<file path="src/hw/adam_ctrl_pkg.sv">
/* Controller port definitions */
package adam_ctrl_pkg;

        // Raw joystick word from the host
        typedef logic [31:0] joy_t;

        // Joystick bit positions
        localparam int JOY_RIGHT  = 0;
        localparam int JOY_LEFT   = 1;
        localparam int JOY_DOWN   = 2;
        localparam int JOY_UP     = 3;
        localparam int JOY_FIRE1  = 4;
        localparam int JOY_FIRE2  = 5;
        localparam int JOY_STAR   = 6;
        localparam int JOY_NUMBER = 7;
        localparam int JOY_DIGIT0 = 8;
        localparam int JOY_PURPLE = 18;
        localparam int JOY_BLUE   = 19;

        // Keyboard buttons: digits 0 to 9, then star and number
        localparam int NUM_DIGITS = 10;
        localparam int KB_STAR    = 10;
        localparam int KB_NUMBER  = 11;
        localparam int KB_WIDTH   = 12;
        typedef logic [KB_WIDTH-1:0] kb_btn_t;

        // Priority keypad vector adds the two triggers
        localparam int KEYPAD_W = 14;

        localparam int NUM_PLAYERS_DEF = 2;

        // Codes driven on p1..p4 while the keypad half is selected
        typedef enum logic [3:0] {
                KEY_0      = 4'b0011,
                KEY_1      = 4'b1110,
                KEY_2      = 4'b1101,
                KEY_3      = 4'b0110,
                KEY_4      = 4'b0001,
                KEY_5      = 4'b1001,
                KEY_6      = 4'b0111,
                KEY_7      = 4'b1100,
                KEY_8      = 4'b1000,
                KEY_9      = 4'b1011,
                KEY_STAR   = 4'b1010,
                KEY_NUMBER = 4'b0101,
                KEY_PURPLE = 4'b0100,
                KEY_BLUE   = 4'b0010,
                KEY_NONE   = 4'b1111
        } cv_key_e;

        // Code for each keypad vector bit, lowest index has priority
        localparam cv_key_e KEY_ORDER [KEYPAD_W] = '{
                KEY_0, KEY_1, KEY_2, KEY_3, KEY_4,
                KEY_5, KEY_6, KEY_7, KEY_8, KEY_9,
                KEY_STAR, KEY_NUMBER, KEY_PURPLE, KEY_BLUE
        };

endpackage

</file>
<file path="src/hw/ps2_key_pkg.sv">
/* PS/2 key event definitions */
package ps2_key_pkg;

        // toggle, pressed, extended, scan code[7:0]
        typedef logic [10:0] ps2_key_t;

        localparam int PS2_TOGGLE  = 10;
        localparam int PS2_PRESSED = 9;
        localparam int PS2_CODE_W  = 8;

        // Scan codes used by the keypad emulation
        typedef enum logic [7:0] {
                // Main row
                SC_1        = 8'h16,
                SC_2        = 8'h1E,
                SC_3        = 8'h26,
                SC_4        = 8'h25,
                SC_5        = 8'h2E,
                SC_6        = 8'h36,
                SC_7        = 8'h3D,
                SC_8        = 8'h3E,
                SC_9        = 8'h46,
                SC_0        = 8'h45,
                // Numeric keypad
                SC_KP1      = 8'h69,
                SC_KP2      = 8'h72,
                SC_KP3      = 8'h7A,
                SC_KP4      = 8'h6B,
                SC_KP5      = 8'h73,
                SC_KP6      = 8'h74,
                SC_KP7      = 8'h6C,
                SC_KP8      = 8'h75,
                SC_KP9      = 8'h7D,
                SC_KP0      = 8'h70,
                SC_KP_STAR  = 8'h7C,
                SC_KP_MINUS = 8'h7B,
                SC_RSHIFT   = 8'h59,
                SC_LSHIFT   = 8'h12
        } ps2_code_e;

endpackage

</file>
<file path="src/hw/adam_ctrl_top.sv">
/* Controller port top */
module adam_ctrl_top #(
        parameter int NUM_PLAYERS = adam_ctrl_pkg::NUM_PLAYERS_DEF
) (
        input  logic                   clk_sys,
        input  logic                   rst_n_i,
        input  adam_ctrl_pkg::joy_t    joy0_i,
        input  adam_ctrl_pkg::joy_t    joy1_i,
        input  logic                   swap_i,
        input  ps2_key_pkg::ps2_key_t  ps2_key_i,
        input  logic [NUM_PLAYERS-1:0] ctrl_p5_i,
        input  logic [NUM_PLAYERS-1:0] ctrl_p8_i,
        output logic [NUM_PLAYERS-1:0] ctrl_p1_o,
        output logic [NUM_PLAYERS-1:0] ctrl_p2_o,
        output logic [NUM_PLAYERS-1:0] ctrl_p3_o,
        output logic [NUM_PLAYERS-1:0] ctrl_p4_o,
        output logic [NUM_PLAYERS-1:0] ctrl_p6_o
);
        import adam_ctrl_pkg::*;

        kb_btn_t kb_btn;
        joy_t    joy_sel [NUM_PLAYERS];

        // One keyboard feeds every player
        ps2_keypad_emu u_keypad_emu (
                .clk_sys   (clk_sys),
                .rst_n_i   (rst_n_i),
                .ps2_key_i (ps2_key_i),
                .kb_btn_o  (kb_btn)
        );

        // ========================================================================
        // Per-player ports
        // ========================================================================

        for (genvar p = 0; p < NUM_PLAYERS; p++) begin : g_player
                if (p == 0) begin : g_joy_a
                        assign joy_sel[p] = swap_i ? joy1_i : joy0_i;
                end else if (p == 1) begin : g_joy_b
                        assign joy_sel[p] = swap_i ? joy0_i : joy1_i;
                end else begin : g_joy_extra
                        // Extra players share the second stick
                        assign joy_sel[p] = joy1_i;
                end

                ctrl_port_encoder u_encoder (
                        .clk_sys        (clk_sys),
                        .rst_n_i        (rst_n_i),
                        .joy_i          (joy_sel[p]),
                        .kb_btn_i       (kb_btn),
                        .sel_keypad_n_i (ctrl_p5_i[p]),
                        .sel_joy_n_i    (ctrl_p8_i[p]),
                        .ctrl_p1_o      (ctrl_p1_o[p]),
                        .ctrl_p2_o      (ctrl_p2_o[p]),
                        .ctrl_p3_o      (ctrl_p3_o[p]),
                        .ctrl_p4_o      (ctrl_p4_o[p]),
                        .ctrl_p6_o      (ctrl_p6_o[p])
                );
        end

endmodule

</file>
<file path="src/hw/ctrl_port_encoder.sv">
/* Controller port encoder */
module ctrl_port_encoder (
        input  logic                   clk_sys,
        input  logic                   rst_n_i,
        input  adam_ctrl_pkg::joy_t    joy_i,
        input  adam_ctrl_pkg::kb_btn_t kb_btn_i,
        input  logic                   sel_keypad_n_i,
        input  logic                   sel_joy_n_i,
        output logic                   ctrl_p1_o,
        output logic                   ctrl_p2_o,
        output logic                   ctrl_p3_o,
        output logic                   ctrl_p4_o,
        output logic                   ctrl_p6_o
);
        import adam_ctrl_pkg::*;

        logic [KEYPAD_W-1:0] keypad_s;
        cv_key_e             key_code_s;
        logic [3:0]          code_part_s;
        logic [3:0]          dir_part_s;
        logic                kp_fire_s;
        logic                joy_fire_s;

        // ========================================================================
        // Keypad half
        // ========================================================================

        // Digits 0..9, star, number, purple, blue from bit 0 upward
        assign keypad_s = {
                joy_i[JOY_BLUE],
                joy_i[JOY_PURPLE],
                joy_i[JOY_NUMBER] | kb_btn_i[KB_NUMBER],
                joy_i[JOY_STAR] | kb_btn_i[KB_STAR],
                joy_i[JOY_DIGIT0 +: NUM_DIGITS] | kb_btn_i[NUM_DIGITS-1:0]
        };

        // Lowest set bit wins, so walk from the top down
        always_comb begin
                key_code_s = KEY_NONE;
                for (int i = KEYPAD_W - 1; i >= 0; i--) begin
                        if (keypad_s[i]) begin
                                key_code_s = KEY_ORDER[i];
                        end
                end
        end

        assign code_part_s = sel_keypad_n_i ? 4'b1111 : key_code_s;
        assign kp_fire_s   = sel_keypad_n_i ? 1'b1 : ~joy_i[JOY_FIRE2];

        // ========================================================================
        // Joystick half
        // ========================================================================

        // p1..p4 carry up, down, left, right
        assign dir_part_s = sel_joy_n_i ? 4'b1111 :
                            ~{joy_i[JOY_UP], joy_i[JOY_DOWN], joy_i[JOY_LEFT], joy_i[JOY_RIGHT]};
        assign joy_fire_s = sel_joy_n_i ? 1'b1 : ~joy_i[JOY_FIRE1];

        // Both halves pull the shared lines low
        assign {ctrl_p1_o, ctrl_p2_o, ctrl_p3_o, ctrl_p4_o} = code_part_s & dir_part_s;
        assign ctrl_p6_o = kp_fire_s & joy_fire_s;

        // ========================================================================
        // Checks
        // ========================================================================

        // Idle port reads all ones
        a_idle_high: assert property (
                @(posedge clk_sys) disable iff (!rst_n_i)
                (sel_keypad_n_i && sel_joy_n_i) |->
                        &{ctrl_p1_o, ctrl_p2_o, ctrl_p3_o, ctrl_p4_o, ctrl_p6_o}
        );

        a_legal_code: assert property (
                @(posedge clk_sys) disable iff (!rst_n_i)
                code_part_s inside {KEY_0, KEY_1, KEY_2, KEY_3, KEY_4, KEY_5, KEY_6,
                                    KEY_7, KEY_8, KEY_9, KEY_STAR, KEY_NUMBER,
                                    KEY_PURPLE, KEY_BLUE, KEY_NONE}
        );

endmodule

</file>
<file path="src/hw/ps2_keypad_emu.sv">
/* PS/2 keypad emulation */
module ps2_keypad_emu (
        input  logic                   clk_sys,
        input  logic                   rst_n_i,
        input  ps2_key_pkg::ps2_key_t  ps2_key_i,
        output adam_ctrl_pkg::kb_btn_t kb_btn_o
);
        import adam_ctrl_pkg::*;
        import ps2_key_pkg::*;

        logic                toggle_q;
        logic                event_s;
        logic                pressed_s;
        ps2_code_e           code_s;
        logic [KB_WIDTH-1:0] held_q;    // star bit holds star key, number bit holds minus
        logic                shift_q;

        // New event whenever the toggle differs from last edge
        assign event_s   = ps2_key_i[PS2_TOGGLE] != toggle_q;
        assign pressed_s = ps2_key_i[PS2_PRESSED];
        // Extended flag is not part of the match
        assign code_s    = ps2_code_e'(ps2_key_i[PS2_CODE_W-1:0]);

        // ========================================================================
        // Held-button state
        // ========================================================================

        always_ff @(posedge clk_sys or negedge rst_n_i) begin
                if (!rst_n_i) begin
                        toggle_q <= 1'b0;
                        held_q   <= '0;
                        shift_q  <= 1'b0;
                end else begin
                        toggle_q <= ps2_key_i[PS2_TOGGLE];
                        if (event_s) begin
                                case (code_s)
                                        SC_0, SC_KP0:           held_q[0] <= pressed_s;
                                        SC_1, SC_KP1:           held_q[1] <= pressed_s;
                                        SC_2, SC_KP2:           held_q[2] <= pressed_s;
                                        SC_3, SC_KP3:           held_q[3] <= pressed_s;
                                        SC_4, SC_KP4:           held_q[4] <= pressed_s;
                                        SC_5, SC_KP5:           held_q[5] <= pressed_s;
                                        SC_6, SC_KP6:           held_q[6] <= pressed_s;
                                        SC_7, SC_KP7:           held_q[7] <= pressed_s;
                                        SC_8, SC_KP8:           held_q[8] <= pressed_s;
                                        SC_9, SC_KP9:           held_q[9] <= pressed_s;
                                        SC_KP_STAR:             held_q[KB_STAR] <= pressed_s;
                                        SC_KP_MINUS:            held_q[KB_NUMBER] <= pressed_s;
                                        SC_LSHIFT, SC_RSHIFT:   shift_q <= pressed_s;
                                        default: ;
                                endcase
                        end
                end
        end

        // Shift+8 reads as star, shift+3 as number
        always_comb begin
                kb_btn_o            = held_q;
                kb_btn_o[KB_STAR]   = held_q[KB_STAR] | (held_q[8] & shift_q);
                kb_btn_o[KB_NUMBER] = held_q[KB_NUMBER] | (held_q[3] & shift_q);
        end

        // ========================================================================
        // Checks
        // ========================================================================

        // Nothing may be held in the first cycle out of reset
        a_clear_after_reset: assert property (
                @(posedge clk_sys) $rose(rst_n_i) |-> ({held_q, shift_q} == '0)
        );

endmodule

</file>
<file path="config.mk">
export PLATFORM = sky130hd
export DESIGN_NAME = adam_ctrl_top
export DESIGN_NICKNAME = d
export VERILOG_FILES = /design/src/hw/adam_ctrl_pkg.sv /design/src/hw/ps2_key_pkg.sv /design/src/hw/adam_ctrl_top.sv /design/src/hw/ctrl_port_encoder.sv /design/src/hw/ps2_keypad_emu.sv
export SDC_FILE = /design/constraint.sdc
export NUM_CORES = 1
export LEC_CHECK = 0
export BUFFER_PORTS_ARGS = -buffer_cell sky130_fd_sc_hd__clkbuf_2
export CORE_MARGIN = 10
export CORE_UTILIZATION = 55
export CTS_CLUSTER_DIAMETER = 100
export DETAILED_ROUTE_END_ITERATION = 8
export PLACE_DENSITY = 0.88
export SLEW_MARGIN = 20
export SYNTH_ARGS = -nofsm -noshare
export SYNTH_HDL_FRONTEND = slang
export SYNTH_HIERARCHICAL = 1
export SYNTH_SLANG_ARGS = --single-unit
</file>
<file path="constraint.sdc">
create_clock -name clk_sys -period 8.3 [get_ports clk_sys]
set_clock_uncertainty 0.2 [all_clocks]
set_input_delay 1.66 -clock clk_sys [delete_from_list [all_inputs] [get_ports clk_sys]]
set_output_delay 1.66 -clock clk_sys [all_outputs]
set_load 0.01 [all_outputs]
</file>
# After elaboration in Yosys (flattened, before gate mapping)
# Index checks and enable logic that the tools add are counted.
word_totals:
  ff_bits: 14
  in_bits: 82
  mem_count: 0
  wordCells: 121
  latchBits: 0
  ramBits: 0
  rom_bits: 0
  out_inout_bits: 10
op_classes:
  n_bitwise: 20
  multipliers: 0
  addsub: 0
  muxes: 38
  n_div: 0
  n_reduce_logical: 24
  n_eq_ne: 25
  n_shift: 0
  n_lt_le_gt_ge: 0
op_table:
  columns: ["cell", "n"]
  rows:
  - ["4-bit 2-to-1 mux", 32]
  - ["8-bit by 7-bit equality test with 1-bit output (second input constant)", 15]
  - ["8-bit by 6-bit equality test with 1-bit output (second input constant)", 6]
  - ["20-bit 2-to-1 mux", 2]
  - ["2-bit AND reduction", 13]
  - ["8-bit by 5-bit equality test with 1-bit output (second input constant)", 3]
  - ["2-bit OR reduction", 11]
  - ["10-bit bitwise OR", 2]
  - ["4-bit bitwise AND", 2]
  - ["4-bit NOT", 2]
  - ["1-bit bitwise OR", 6]
  - ["1-bit bitwise AND", 4]
  - ["1-bit 2-to-1 mux", 4]
  - ["1-bit NOT", 4]
  - ["1-bit inequality test", 1]

# Logic depth before layout (Yosys ltp)
# Gate-level depths: netlist (run 1).
depth:
  ltp_word: 17
  ltp_mapped: 7
  depth_no_buf: 5

# By module
# Netlist (run 1), hierarchy kept.
by_module_without_submodules:
  columns: ["mod", "n_inst", "area_per_inst_um2", "seq_area_each_um2", "cells_per_inst"]
  rows:
  - ["adam_ctrl_top", 1, 1077.3, 0.0, 71]
  - ["ps2_keypad_emu", 1, 969.7, 350.3, 99]
  - ["ctrl_port_encoder", 2, 254.0, 0.0, 42]

# Worst setup path before layout (run 1)
# No wires, ideal clock.
synth_timing:
  path_kind: "input-to-output"
  from: "in swap_i"
  to: "out ctrl_p1_o[0]"
  cell_stages: 7
  n_path_buf: 2
  slack_ns: 2.993
  arrival_ns: 3.447
  required_ns: 6.440
  path_cell_list: "buf_6 > buf_12 > mux2_4 > or4_1 > a311oi_1 > o31ai_1 > a221oi_2"
synth_rtl:
  columns: ["item", "line_no", "rtl"]
  rows:
  - ["from (decl)", "adam_ctrl_top.sv:9", "input logic swap_i,"]
  - ["to (decl)", "adam_ctrl_top.sv:13", "output logic [NUM_PLAYERS-1:0] ctrl_p1_o,"]

==> results.rst, run 1 <==
.. list-table::
   :header-rows: 1

   * - Metric
     - Value
   * - Run status
     - finished, final reports clean
   * - Cells after synthesis
     - 228
   * - Total negative slack
     - 0 ps
   * - Detailed Place HPWL
     - 4510 um
   * - Proportion of layout cells with a drive suffix above 1
     - 42.4%
   * - Clock tree root buffer cell
     - sky130_fd_sc_hd__clkbuf_8
   * - Register-to-register setup slack
     - 6220 ps
   * - Count of routing violations after the opening detailed-route iteration
     - 134
   * - Number of detailed-route iterations in the first pass
     - 4
   * - Number of buffers on the longest clock path
     - 2
   * - FMAX
     - 163 MHz
   * - Leakage component of the power
     - 1.17 nW
   * - Grt met3 use
     - 4.75%
   * - Most used cell along the critical path
     - sky130_fd_sc_hd__clkbuf_2
   * - MaxCap Viol Count
     - 0
   * - Peak per-stage delay on the critical path
     - 670 ps
   * - WP buf/inv
     - 3
   * - Cells resized by post-CTS repair
     - 0
   * - Setup Fix Bufs, Post-CTS
     - 0
   * - Final setup vio count
     - 0
   * - Met2 track demand over resource in global routing
     - 24.5%
   * - Critical path's top delay family
     - buffers and inverters
   * - Final hold vios
     - 0
   * - Peak VDD IR
     - 0.000158 V
   * - Arrival @ worst endpoint
     - 4260 ps
   * - Total number of clock tree sinks
     - 14
   * - Die width
     - 82.8 um
   * - Crit path depth
     - 7
   * - Placer's final routability congestion estimate
     - 0.903
   * - R2R cell count
     - 4
   * - Routed vias
     - 1982
   * - Number of remaining DRC errors
     - 0
   * - Sum of routed wire length over all layers
     - 5400 um
   * - Fin. max-slew vios
     - 0
   * - Routed wire per std cell
     - 16.6 um
   * - Gr ovfl total
     - 0
   * - Reg clk slew, reported paths
     - 50 ps
   * - Layer with the highest usage after global routing
     - met2
   * - Commonest non-fill, non-tap cells in the layout
     - sky130_fd_sc_hd__clkbuf_2, sky130_fd_sc_hd__mux2_4, sky130_fd_sc_hd__nor2_1, sky130_fd_sc_hd__nand2_1, sky130_fd_sc_hd__dfrtp_1
   * - Mapped cell area
     - 2170 sq um
   * - Wire length of the first global-routing pass
     - 8600 um
   * - Number of global-route vias before repair
     - 1865
   * - Die height
     - 82.8 um
   * - Setup repair after global routing missed its margin
     - no
   * - Peak fanout along the critical path
     - 22
   * - Io pins
     - 92
   * - Fraction of the cycle the final worst path needs
     - 73.8%
   * - Number of instances on the worst hold path
     - 1
   * - H-Tree Level Count
     - 1
   * - Post-cts hold buffer count
     - 0
   * - Critical Setup Path Class
     - in2out
   * - Met1 Use GR
     - 20.5%
   * - Final antenna diode count
     - 0
   * - Crit path capture type
     - output port
   * - Floorplan core area
     - 3740 sq um
   * - Transition time of the tightest slew-check pin
     - 762 ps
   * - Post-layout minimum cycle time
     - 6120 ps
   * - Number of nets in the layout
     - 362
   * - Relative max-transition margin
     - 48.7%
   * - Avg Vias per Cell
     - 6.08
   * - Yosys warning count
     - 6
   * - Area overhead of the layout relative to synthesis
     - 11.7%
   * - TritonCTS buffer count
     - 3
   * - PnR worst setup slack
     - 2180 ps
   * - Cells along the critical path
     - clkbuf_2 > buf_4 > mux2_4 > nor4_1 > nand4_1 > a31oi_1 > clkbuf_2
   * - Number of antenna violations at the first check in global routing
     - 0
   * - Row count
     - 22
   * - Buffers added on ports
     - 66
   * - Insertion delay to the later sink of the worst-skew pair
     - 250 ps
   * - Post-synth net total
     - 310
   * - Classification of the worst-slack hold path
     - reg2reg
   * - Leading cell type in the layout, fill and taps excluded
     - sky130_fd_sc_hd__clkbuf_2
   * - Required @ worst endpoint
     - 6440 ps
   * - Worst slack, placed
     - 2240 ps
   * - Die area
     - 6850 sq um
   * - End-of-flow core utilization
     - 64.6%
   * - Count of antenna-violating nets left after detailed routing
     - 0
   * - Largest net degree at the start of global routing
     - 23
   * - Ratio of total power to cell area
     - 103 nW/um^2
   * - Startpoint Class
     - input pin
   * - Cell type of the slowest stage on the worst timing path
     - sky130_fd_sc_hd__nor4_1
   * - Clock tree from TritonCTS
     - built
   * - Global Route Usage Sum
     - 15.4%
   * - Starting Density
     - 57.9%
   * - Syn avg cell area
     - 9.50 sq um
-- sequential cells by signal, indices dropped and copies added (netlist names) --
register / cells
u_keypad_emu/shift_q: 1
u_keypad_emu/toggle_q: 1
u_keypad_emu/held_q: 12
-- path summary, 6_finish.rpt --
| path | end | startpoint |
|---|---|---|
| worst min-delay path | u_keypad_emu/held_q[11] | u_keypad_emu/held_q[11] |
| worst max register to register | u_keypad_emu/held_q[9] | u_keypad_emu/toggle_q |
| worst max-delay path | ctrl_p2_o[0] | swap_i |
| worst min register to register | u_keypad_emu/held_q[11] | u_keypad_emu/held_q[11] |
| max in group asynchronous | u_keypad_emu/held_q[0] | rst_n_i |
| min in group asynchronous | u_keypad_emu/toggle_q | rst_n_i |
-- cell type report --
| cell class | count | area (sq um) |
|---|---|---|
| Multi-Input combinational cell | 189 | 1610 |
| Clock buffer | 3 | 41.3 |
| Inverter | 5 | 18.8 |
| Tap cell | 48 | 60.1 |
| Timing Repair Buffer | 67 | 338 |
| Sequential cell | 14 | 350 |
| Fill cell | 329 | 1330 |
-- metrics by stage --
stage | cell area (sq um) | hold slack [ps] | power, mW | instances
2_1_floorplan | 2170 | 259 | 0.168 | 228
3_3_place_gp | 2380 | 272 | 0.193 | 323
3_5_place_dp | 2380 | 288 | 0.196 | 323
4_1_cts | 2420 | 304 | 0.252 | 326
5_1_grt | 2420 | 325 | 0.267 | 326
6_report | 2420 | 307 | 0.250 | 326
-- routing by layer --
metal / routed length [um] / up-vias
met4: 22 / 0
met3: 511 / 4
li1: - / 982
met2: 2510 / 74
met5: 0 / -
met1: 2360 / 922
-- where the power goes --
group / leakage, nW / switching [mW] / internal (mW) / total [mW]
clock: 0.0216 / 0.0229 / 0.0321 / 0.0550
combinational: 0.959 / 0.0564 / 0.0579 / 0.114
sequential: 0.189 / 0.00682 / 0.0740 / 0.0809
No activity file was read; power rests on OpenSTA's default activity.
==> run 2, diff against run 1 <==
--- a/config.mk
+++ b/config.mk
@@ -7,10 +7,10 @@
 export LEC_CHECK = 0
 export BUFFER_PORTS_ARGS = -buffer_cell sky130_fd_sc_hd__clkbuf_2
 export CORE_MARGIN = 10
-export CORE_UTILIZATION = 55
+export CORE_UTILIZATION = 46
 export CTS_CLUSTER_DIAMETER = 100
 export DETAILED_ROUTE_END_ITERATION = 8
-export PLACE_DENSITY = 0.88
+export PLACE_DENSITY = 0.79
 export SLEW_MARGIN = 20
 export SYNTH_ARGS = -nofsm -noshare
 export SYNTH_HDL_FRONTEND = slang
==> constraint.sdc (replaced) <==
create_clock -name clk_sys -period 5.3 [get_ports clk_sys]
set_clock_uncertainty 0.2 [all_clocks]
set_input_delay 1.06 -clock clk_sys [delete_from_list [all_inputs] [get_ports clk_sys]]
set_output_delay 1.06 -clock clk_sys [all_outputs]
set_load 0.01 [all_outputs]
==> run 2 against run 1 <==
Design area grew 1.6%. Register-to-register slack lost 3000 ps. Count of clock-buffer cells in the layout grew 1. Power grew 63%. Clock power grew 85%. Global-route usage shrank 2.1 points. Via count grew 0.55%. Final cell count grew 1.8%. First-iteration DRC count grew 3.7%. Sequential cell count is the same. Combinational power grew 58%. Critical path type unchanged.
==> results.rst, run 2 (synthesis results as in run 1) <==
.. list-table::
   :header-rows: 1

   * - Metric
     - Value
   * - Run status
     - finished, final reports clean
   * - Count of antenna-violating nets left after detailed routing
     - 0
   * - Most used cell along the critical path
     - sky130_fd_sc_hd__clkbuf_2
   * - WP buf/inv
     - 3
   * - Clock tree from TritonCTS
     - built
   * - Final setup vio count
     - 0
   * - FMAX
     - 221 MHz
   * - Required @ worst endpoint
     - 4040 ps
   * - Buffers added on ports
     - 66
   * - Setup repair after global routing missed its margin
     - no
   * - Grt met3 use
     - 4.14%
   * - Number of flip-flops in the largest register
     - 12
   * - Peak per-stage delay on the critical path
     - 420 ps
   * - Number of remaining DRC errors
     - 0
   * - Cells along the critical path
     - clkbuf_2 > buf_4 > mux2_4 > nor4_1 > a311oi_1 > o31ai_1 > a221oi_2 > clkbuf_2
   * - Regs by FF count
     - u_keypad_emu/held_q (12), u_keypad_emu/shift_q (1), u_keypad_emu/toggle_q (1)
   * - Global Route Usage Sum
     - 13.3%
   * - Fin. max-slew vios
     - 0
   * - Total negative slack
     - 0 ps
   * - Transition time of the tightest slew-check pin
     - 706 ps
   * - Insertion delay to the later sink of the worst-skew pair
     - 240 ps
   * - Starting Density
     - 48.7%
   * - MaxCap Viol Count
     - 0
   * - Post-cts hold buffer count
     - 0
   * - Wire length of the first global-routing pass
     - 8610 um
   * - Reg clk slew, reported paths
     - 50 ps
   * - Proportion of layout cells with a drive suffix above 1
     - 42.9%
   * - Routed wire per std cell
     - 16.4 um
   * - Cells resized by post-CTS repair
     - 0
   * - Clock tree root buffer cell
     - sky130_fd_sc_hd__clkbuf_8
   * - Layer with the highest usage after global routing
     - met2
   * - Final hold vios
     - 0
   * - H-Tree Level Count
     - 1
   * - Final hold slack
     - 294 ps
   * - Die height
     - 88.6 um
   * - Crit path capture type
     - output port
   * - Fill cell count
     - 415
   * - Routed vias
     - 1993
   * - Commonest non-fill, non-tap cells in the layout
     - sky130_fd_sc_hd__clkbuf_2, sky130_fd_sc_hd__mux2_4, sky130_fd_sc_hd__nor2_1, sky130_fd_sc_hd__nand2_1, sky130_fd_sc_hd__dfrtp_1
   * - Avg Vias per Cell
     - 6.00
   * - TritonCTS buffer count
     - 3
   * - Detailed Place HPWL
     - 4590 um
   * - Setup Fix Bufs, Post-CTS
     - 0
   * - Io pins
     - 92
   * - Row count
     - 24
   * - Startpoint Class
     - input pin
   * - Number of buffers on the longest clock path
     - 2
   * - Met2 track demand over resource in global routing
     - 21.7%
   * - Number of detailed-route iterations in the first pass
     - 6
   * - Number of antenna violations at the first check in global routing
     - 0
   * - Peak fanout along the critical path
     - 12
   * - Arrival @ worst endpoint
     - 3260 ps
   * - Post-route cell area
     - 2460 sq um
   * - Area of placed instances
     - 2400 sq um
   * - R2R cell count
     - 4
   * - Die area
     - 7850 sq um
   * - Placer's final routability congestion estimate
     - 0.942
   * - Leakage component of the power
     - 1.19 nW
   * - Critical path's top delay family
     - buffers and inverters
   * - Peak VDD IR
     - 0.000161 V
   * - Area overhead of the layout relative to synthesis
     - 13.5%
   * - Count of routing violations after the opening detailed-route iteration
     - 139
   * - Total power draw
     - 0.409 mW
   * - Die width
     - 88.6 um
   * - Leading cell type in the layout, fill and taps excluded
     - sky130_fd_sc_hd__clkbuf_2
   * - Fraction of the cycle the final worst path needs
     - 85.4%
   * - Number of instances on the worst hold path
     - 1
   * - Critical Setup Path Class
     - in2out
   * - Classification of the worst-slack hold path
     - reg2reg
   * - Total number of clock tree sinks
     - 14
   * - Sum of routed wire length over all layers
     - 5440 um
   * - Number of global-route vias before repair
     - 1811
   * - Crit path depth
     - 8
   * - Ratio of total power to cell area
     - 166 nW/um^2
   * - Gr ovfl total
     - 0
   * - Largest net degree at the start of global routing
     - 21
   * - Floorplan core area
     - 4440 sq um
   * - Post-layout minimum cycle time
     - 4520 ps
   * - Number of nets in the layout
     - 363
   * - Met1 Use GR
     - 17.5%
   * - Cell type of the slowest stage on the worst timing path
     - sky130_fd_sc_hd__nor4_1
   * - Reg with most FFs
     - u_keypad_emu/held_q
   * - Final antenna diode count
     - 0
   * - Relative max-transition margin
     - 52.5%
run 2: changes by cell type in the layout (fill, tap and decap cells not counted):
cell and change:
sky130_fd_sc_hd__clkbuf_8 +1, sky130_fd_sc_hd__buf_12 +1
run 2: final timing paths:
check,start,slack [ps],to
worst max-delay path,swap_i,780,ctrl_p1_o[0]
max in group asynchronous,rst_n_i,4140,u_keypad_emu/held_q[6]
worst min-delay path,u_keypad_emu/held_q[10],290,u_keypad_emu/held_q[10]
worst max register to register,u_keypad_emu/toggle_q,3220,u_keypad_emu/held_q[6]
min in group asynchronous,rst_n_i,510,u_keypad_emu/toggle_q
worst min register to register,u_keypad_emu/held_q[10],290,u_keypad_emu/held_q[10]
run 2: area by class of cell:
type	instances	area (sq um)	area share (%)
flip-flops and latches	14	350	14.3
inverters	5	18.8	0.764
multi-input cells	189	1610	65.5
clock buffers	4	55.1	2.24
well taps	52	65.1	2.65
repair buffers	68	358	14.6
run 2: worst register-to-register path: stages (launching register included):
cell and delay (ps):
sky130_fd_sc_hd__dfrtp_1 390, sky130_fd_sc_hd__xor2_1 310, sky130_fd_sc_hd__nand3_1 270, sky130_fd_sc_hd__nor4_1 430
sky130_fd_sc_hd__mux2_1 360
run 2: layer usage:
layer	part of all wire, %	wire (um)
met1	45	2440
met2	46	2500
met3	9.2	498
met4	0	0
met5	0	0
run 2: per-stage QoR:
step	utilization, %	cells	worst slack [ps]
detailed placement	54.1	328	758
finish	55.3	332	776
CTS	55.3	332	753
floorplan	-	228	1250
global route	55.3	332	557
global placement	54.1	328	756
run 2: power by group:
group,total (mW),internal [mW],switching [mW]
clock network,0.102,0.0657,0.0365
registers,0.126,0.116,0.00997
logic,0.180,0.0919,0.0885
total,0.409,0.274,0.135
